### config.mk
export PLATFORM = sky130hd
export DESIGN_NAME = ser_link_top
export DESIGN_NICKNAME = d
export VERILOG_FILES = /design/src/ser_link_pkg.sv /design/src/link_ctrl.sv /design/src/piso_word_sel.sv /design/src/ser_link_top.sv /design/src/sipo_word_capture.sv
export VERILOG_INCLUDE_DIRS = /design/src
export SDC_FILE = /design/constraint.sdc
export NUM_CORES = 1
export LEC_CHECK = 0
export ABC_AREA = 1
export BUFFER_PORTS_ARGS = -buffer_cell sky130_fd_sc_hd__buf_2
export CORE_ASPECT_RATIO = 0.75
export CORE_UTILIZATION = 35
export CTS_BUF_LIST = sky130_fd_sc_hd__clkbuf_16
export DETAILED_ROUTE_END_ITERATION = 16
export MAX_ROUTING_LAYER = met4
export PLACE_DENSITY = 0.58
export SYNTH_ARGS = -nofsm -noshare
export SYNTH_HDL_FRONTEND = slang
export SYNTH_SLANG_ARGS = --single-unit
### constraint.sdc
create_clock -name clk_i -period 2.25 [get_ports clk_i]
set_input_delay 0.45 -clock clk_i [delete_from_list [all_inputs] [get_ports clk_i]]
set_output_delay 0.45 -clock clk_i [all_outputs]
set_load 0.005 [all_outputs]
### src/ser_link_config.svh
/*
 * Narrow-link gearbox configuration
 * Sets the link word width, the number of words in a wide transaction
 * and the order in which the words cross the link
 */
`ifndef SER_LINK_CONFIG_SVH
`define SER_LINK_CONFIG_SVH

// Width in bits of one narrow word on the internal link
`define SL_WIDTH 8

// Number of narrow words in one wide word, never below 2
`define SL_ELS 4

// Link word order. A value of 0 sends word 0 first and 1 sends the top word first
`define SL_HI_TO_LO 0

`endif

### src/ser_link_pkg.sv
/*
 * Narrow-link gearbox types
 * Narrow link word, wide transaction word and the control FSM states
 */
`include "ser_link_config.svh"

package ser_link_pkg;

  // One word as it travels across the narrow link
  typedef logic [`SL_WIDTH-1:0] narrow_t;

  // A full transaction, element 0 being the lowest narrow word
  typedef narrow_t [`SL_ELS-1:0] wide_t;

  // Control FSM of the serializer
  // IDLE waits on word 0 for a new transaction
  // SEND is moving words across the link
  // FULL is parked on the last word because the output register cannot take it
  typedef enum logic [1:0] {
    LINK_IDLE,
    LINK_SEND,
    LINK_FULL
  } link_state_e;

endpackage

### src/link_ctrl.sv
/*
 * Gearbox link control
 * Runs the one-hot word counter, decides when a narrow word may cross the
 * link, and drives the input handshake and the output register load strobe.
 * A wide word completes on the input only when its last narrow word leaves.
 */
`timescale 1ns/10ps
`include "ser_link_config.svh"

module link_ctrl (
  input  logic               clk_i,
  input  logic               rst_i,
  input  logic               v_i,
  input  logic               ready_and_i,
  input  logic               out_full_i,
  output logic               ready_and_o,
  output logic               link_adv_o,
  output logic               last_word_o,
  output logic [`SL_ELS-1:0] count_oh_o,
  output logic               load_out_o
);

  // Counter value that points at word 0
  localparam logic [`SL_ELS-1:0] first_word_lp = {{(`SL_ELS-1){1'b0}}, 1'b1};

  ser_link_pkg::link_state_e state_r;
  ser_link_pkg::link_state_e state_n;

  logic [`SL_ELS-1:0] count_r;
  logic [`SL_ELS-1:0] count_n;
  logic [`SL_ELS-1:0] count_step;
  logic               may_take;
  logic               in_done;

  assign last_word_o = count_r[`SL_ELS-1];

  // Next one-hot position, the counter never steps past the last word
  assign count_step = {count_r[`SL_ELS-2:0], 1'b0};

  // Only the last word needs room in the output register
  // Earlier words go into the assembly register, which is always free for them
  assign may_take = ~(last_word_o & out_full_i & ~ready_and_i);

  assign link_adv_o = v_i & may_take;

  // Ready follows the link decision on the last word, as in a passthrough PISO
  assign ready_and_o = last_word_o & may_take;
  assign in_done     = v_i & ready_and_o;

  // The last word and the assembled words are written to the output together
  assign load_out_o = in_done;

  assign count_oh_o = count_r;

  always_comb
  begin
    state_n = state_r;
    count_n = count_r;
    case (state_r)
      ser_link_pkg::LINK_IDLE:
      begin
        // Word 0 always fits, so a valid input starts moving at once
        if (link_adv_o)
        begin
          state_n = ser_link_pkg::LINK_SEND;
          count_n = count_step;
        end
      end
      ser_link_pkg::LINK_SEND:
      begin
        if (in_done)
        begin
          state_n = ser_link_pkg::LINK_IDLE;
          count_n = first_word_lp;
        end
        else if (link_adv_o)
          count_n = count_step;
        else if (v_i & last_word_o)
          state_n = ser_link_pkg::LINK_FULL;
      end
      ser_link_pkg::LINK_FULL:
      begin
        // Parked on the last word until the output register is read
        if (in_done)
        begin
          state_n = ser_link_pkg::LINK_IDLE;
          count_n = first_word_lp;
        end
      end
      default:
      begin
        state_n = ser_link_pkg::LINK_IDLE;
        count_n = first_word_lp;
      end
    endcase
  end

  always_ff @(posedge clk_i)
  begin
    if (rst_i)
    begin
      state_r <= ser_link_pkg::LINK_IDLE;
      count_r <= first_word_lp;
    end
    else
    begin
      state_r <= state_n;
      count_r <= count_n;
    end
  end

endmodule

### src/piso_word_sel.sv
/*
 * Serializer word select
 * Picks the narrow word named by the one-hot counter out of the held wide
 * input word. The word array is reversed first when the top word goes first.
 */
`timescale 1ns/10ps
`include "ser_link_config.svh"

module piso_word_sel #(
  parameter int width_p    = `SL_WIDTH,
  parameter int els_p      = `SL_ELS,
  parameter bit hi_to_lo_p = 1'b0
) (
  input  ser_link_pkg::wide_t   data_i,
  input  logic [els_p-1:0]      count_oh_i,
  output ser_link_pkg::narrow_t word_o
);

  logic [els_p-1:0][width_p-1:0] data_li;
  logic [width_p-1:0]            sel_word;

  // Reorder so that counter position 0 always names the first word to send
  if (hi_to_lo_p)
  begin : g_hi2lo
    for (genvar i = 0; i < els_p; i++)
    begin : g_rev
      assign data_li[i] = data_i[els_p-1-i];
    end
  end
  else
  begin : g_lo2hi
    assign data_li = data_i;
  end

  // AND-OR mux, the select is one-hot so at most one term is non-zero
  always_comb
  begin
    sel_word = '0;
    for (int i = 0; i < els_p; i++)
    begin
      sel_word = sel_word | (data_li[i] & {width_p{count_oh_i[i]}});
    end
  end

  assign word_o = sel_word;

endmodule

### src/ser_link_top.sv
/*
 * Narrow-link gearbox top level
 * A wide word is sent one narrow word per cycle across an internal link and
 * rebuilt on the far side. The link words are brought out for monitoring.
 */
`timescale 1ns/10ps
`include "ser_link_config.svh"

module ser_link_top (
  input  logic                  clk_i,
  input  logic                  rst_i,
  input  logic                  v_i,
  input  ser_link_pkg::wide_t   data_i,
  output logic                  ready_and_o,
  output logic                  v_o,
  output ser_link_pkg::wide_t   data_o,
  input  logic                  ready_and_i,
  output logic                  link_v_o,
  output ser_link_pkg::narrow_t link_data_o
);

  logic [`SL_ELS-1:0] count_oh;
  logic               load_out;
  logic               out_full;

  // Link advance and the link word leave on the monitor ports directly
  link_ctrl link_ctrl_inst (
    .clk_i       (clk_i),
    .rst_i       (rst_i),
    .v_i         (v_i),
    .ready_and_i (ready_and_i),
    .out_full_i  (out_full),
    .ready_and_o (ready_and_o),
    .link_adv_o  (link_v_o),
    .last_word_o (),
    .count_oh_o  (count_oh),
    .load_out_o  (load_out)
  );

  piso_word_sel #(
    .width_p    (`SL_WIDTH),
    .els_p      (`SL_ELS),
    .hi_to_lo_p (`SL_HI_TO_LO)
  ) piso_word_sel_inst (
    .data_i     (data_i),
    .count_oh_i (count_oh),
    .word_o     (link_data_o)
  );

  // Far side of the link, fed by the same counter that drove the select
  sipo_word_capture #(
    .width_p (`SL_WIDTH),
    .els_p   (`SL_ELS)
  ) sipo_word_capture_inst (
    .clk_i       (clk_i),
    .rst_i       (rst_i),
    .link_adv_i  (link_v_o),
    .count_oh_i  (count_oh),
    .word_i      (link_data_o),
    .load_out_i  (load_out),
    .ready_and_i (ready_and_i),
    .v_o         (v_o),
    .data_o      (data_o),
    .out_full_o  (out_full)
  );

endmodule

### src/sipo_word_capture.sv
/*
 * Deserializer word capture
 * Collects link words in an assembly register and writes the complete wide
 * word into the output register together with the last link word.
 * The output register holds its word and valid until the consumer is ready.
 */
`timescale 1ns/10ps
`include "ser_link_config.svh"

module sipo_word_capture #(
  parameter int width_p = `SL_WIDTH,
  parameter int els_p   = `SL_ELS
) (
  input  logic                  clk_i,
  input  logic                  rst_i,
  input  logic                  link_adv_i,
  input  logic [els_p-1:0]      count_oh_i,
  input  ser_link_pkg::narrow_t word_i,
  input  logic                  load_out_i,
  input  logic                  ready_and_i,
  output logic                  v_o,
  output ser_link_pkg::wide_t   data_o,
  output logic                  out_full_o
);

  // Link order must be undone here so that data_o matches the sent word
  localparam bit hi_to_lo_lp = (`SL_HI_TO_LO != 0);

  logic [els_p-1:0]              slot_oh;
  logic [els_p-1:0][width_p-1:0] asm_r;
  logic [els_p-1:0][width_p-1:0] asm_merged;

  // Map the counter position to the slot the word belongs in
  for (genvar i = 0; i < els_p; i++)
  begin : g_slot
    if (hi_to_lo_lp)
    begin : g_mirror
      assign slot_oh[i] = count_oh_i[els_p-1-i];
    end
    else
    begin : g_direct
      assign slot_oh[i] = count_oh_i[i];
    end
  end

  // Assembly contents with the current link word already in place
  // The output register takes this view so the last word skips the assembly
  always_comb
  begin
    for (int i = 0; i < els_p; i++)
    begin
      asm_merged[i] = (link_adv_i & slot_oh[i]) ? word_i : asm_r[i];
    end
  end

  always_ff @(posedge clk_i)
  begin
    if (link_adv_i)
      asm_r <= asm_merged;
  end

  // Load is only given when the register is empty or being read
  always_ff @(posedge clk_i)
  begin
    if (load_out_i)
      data_o <= asm_merged;
  end

  always_ff @(posedge clk_i)
  begin
    if (rst_i)
      v_o <= 1'b0;
    else if (load_out_i)
      v_o <= 1'b1;
    else if (ready_and_i)
      v_o <= 1'b0;
  end

  assign out_full_o = v_o;

endmodule
==> summary.md <==
| Metric | Value |
|---|---|
| Status | completed |
| DRC Markers | 0 |
| # diodes | 0 |
| Peak supply drop | 367.0 uV |
| Overall die height | 80.62 um |
| Area growth, synth to finish | 28.68% |
| Num rows | 28 |
| GRT Residual Overflow | 0 |
| Worst hold stages | 2 |
| Setup violations, final | 0 |
| CTS max path bufs | 2 |
| Register bit count reported by yosys | 71 |
| CP Max Fanout | 12 |
| Largest net degree at the start of global routing | 28 |
| TritonCTS clock tree | yes |
| Num CTS Buffers | 9 |
| Cell Int Power | 2.454 mW |
| Gpl congestion | 0.8100 |
| Startpoint Class | flip-flop |
| Initial antenna violation count | 0 |
| Cell taking the most area after synthesis | edfxtp_1 |
| Via count | 2,086 |
| Post CTS Setup Buffer Count | 0 |
| Net Sw Frac | 0.2153 |
| Initial drt markers | 190 |
| Crit share post-route | 0.9068 |
| Top cell type's share of synthesized area | 0.6664 |
| Ys Warns | 0 |
| Syn Std Cell Area | 0.002884 mm2 |
| Worst path arrival time | 1.59 ns |
| NetSw | 673.4 uW |
| Top_reg_cell synth | edfxtp_1 |
| PD cells | 842.6 mW/mm2 |
| Routed length per placed instance | 14.70 um |
| Htree depth | 3 |
| Tmin final | 2.040 ns |
| Die area | 0.008611 mm2 |
| Max-slew violations | 0 |
| Syn Area/Cell | 11.87 um2 |
| Critical Path RT | 1.80 ns |
| Final net count | 369 |
| Min-delay worst type | primary input to flip-flop |
| HPWL Detailed | 4580 um |
| Max-Cap Viols | 0 |
| Count leader, synth | nand2_1 |
| Placed standard-cell area | 0.003421 mm2 |
| Origin of the worst setup path | link_ctrl_inst.count_oh_o[3] |
| Number of vias per cell | 4.709 |
| IO buf count | 78 |
| Starting Density | 0.3626 |
| Post_cts resized | 0 |
| Asr flop ratio synth | 0 |
| I/O pin cnt | 79 |
| Number of synthesized flops with an enable pin | 64 |
| Top cells by area, synth | edfxtp_1 (67%), nand2_1 (9.2%), dfxtp_1 (4.9%), o21ai_0 (4.7%), a22o_1 (2.4%) |
| Max Clock Freq | 490.1 MHz |
| Post-Syn Nets | 279 |
| Placed cell count | 427 |
| Worst-Margin Slew | 0.4842 ns |
| ANT nets after route | 0 |
| Vias in the first global route | 1,906 |
| CP Capture Type | output port |
| Total GRT Usage | 0.1673 |
| Layout cells sized above 1 | 0.3373 |
| Area of the core | 0.007953 mm2 |
| Origin of the critical flop-to-flop path | link_ctrl_inst.count_oh_o[3] |
| Fin. Hold Viols | 0 |
| Clock transition at the registers of the reported paths | 0.05 ns |
| Root buffer cell | clkbuf_16 |
| Post-synthesis cell count | 243 |
| Design Area, Final | 0.003711 mm2 |
| Hold Buf Count CTS | 0 |
| Fillers | 755 |
| LEAKAGE | 1.594 nW |
| Register area share after synthesis | 0.7150 |
| Yosys cell types | 20 |
| Max-slew headroom | 0.6768 |
| Sequential power share | 0.492 |
| Final setup TNS | 0 ns |
| Skew final | 0.004467 ns |
| Worst-Skew Late Latency | 0.32 ns |
| Final WL | 6511 um |
| Comb power frac | 0.078 |
| Clock sink total | 71 |
| WS Path Type | flip-flop to output port |
| First-pass GRT wire length | 10,140 um |
| Initial DRT Pass Iterations | 4 |
| Core Util, Final | 0.4666 |
| Post-Layout Cell Count | 443 |
| Synth cell count leaders | nand2_1 (71), edfxtp_1 (64), o21ai_0 (27) |
| Worst r2r path cells | 5 |
| Hold_sp | rst_i |
| RSZ-0062 raised after global routing | no |
| Die Wd | 106.8 um |
| Clk pwr share | 0.430 |
-- cells in the final DEF (no fill, tap or decap) --
master      instances
nand4_1             1
buf_12              1
a21oi_1             6
nor2_2              4
edfxtp_1           64
inv_1              18
buf_4               9
nand2_2             3
o211ai_1            1
nand3_2             2
a22o_1              8
clkbuf_16           9
nand3_1             8
buf_2              78
o21ai_1             4
inv_2               2
clkinvlp_4          3
dfxtp_1             7
nor2_1              8
clkinv_1            1
o21ai_2             1
nand2_1            71
o21ai_0            27
bufinv_16           1
clkinv_2            1
-- final timing paths --
path	to	slack (ns)
setup reg to reg	sipo_word_capture_inst.data_o[23]	0.53
hold reg to reg	link_ctrl_inst.state_r[1]	0.53
setup / recovery	link_v_o	0.21
hold / removal	link_ctrl_inst.state_r[1]	0.38
-- metal layers --
metal  up-vias  part of all wire  global-route usage  routed length [um]
met5         -                 0                   -                   0
met4         0            0.0035             0.04247                  23
met3         4             0.048             0.05032                 313
met2        57              0.42              0.2361                2752
met1      1000              0.53              0.2347                3421
li1       1025                 -                   -                   -
-- power groups by stage --
stage	combinational [mW]	sequential, mW	clock, mW
2_1_floorplan	0.134	1.55	0
5_1_grt	0.275	1.54	1.43
4_1_cts	0.244	1.54	1.37
6_report	0.243	1.54	1.34
3_5_place_dp	0.242	1.57	0
3_3_place_gp	0.240	1.56	0
-- sequential cells by signal, indices dropped and copies added (netlist names) --
name,cells
link_ctrl_inst.state_r,2
sipo_word_capture_inst.asm_r,32
sipo_word_capture_inst.out_full_o,1
sipo_word_capture_inst.data_o,32
link_ctrl_inst.count_oh_o,4
-- critical path, cell delays in order, from the launching register on --
cell and delay (ns):
dfxtp_1 0.62, nand3_2 0.20, nand2_2 0.14, inv_1 0.13
buf_2 0.18
-- logic make-up after synthesis --
family,share of synthesized area
buffers and inverters,0.04989
DFF,0.7150
AOI/OAI and AO/OA,0.09415
and+or+nand+nor,0.1410
-- cell type report --
cell class	instances	area, um2	share of cell area
Clock buffer	9	225.2	0.06069
Timing Repair Buffer	88	478.0	0.1288
Tap cell	105	131.4	0.03540
Multi-Input combinational cell	144	678.2	0.1827
Sequential cell	71	2062	0.5556
Inverter	19	71.32	0.01922
Clock inverter	7	65.06	0.01753
-- through the flow --
| stage | hold WS [ns] | setup slack [ns] | total power [mW] |
|---|---|---|---|
| after floorplan | 0.4841 | 0.3340 | 1.687 |
| after global placement | 0.5225 | 0.5561 | 1.804 |
| after detailed placement | 0.5173 | 0.5409 | 1.807 |
| after CTS | 0.3634 | 0.2066 | 3.150 |
| after global routing | 0.3798 | 0.1035 | 3.250 |
| final | 0.3760 | 0.2097 | 3.127 |
No activity file was read; power rests on OpenSTA's default activity.
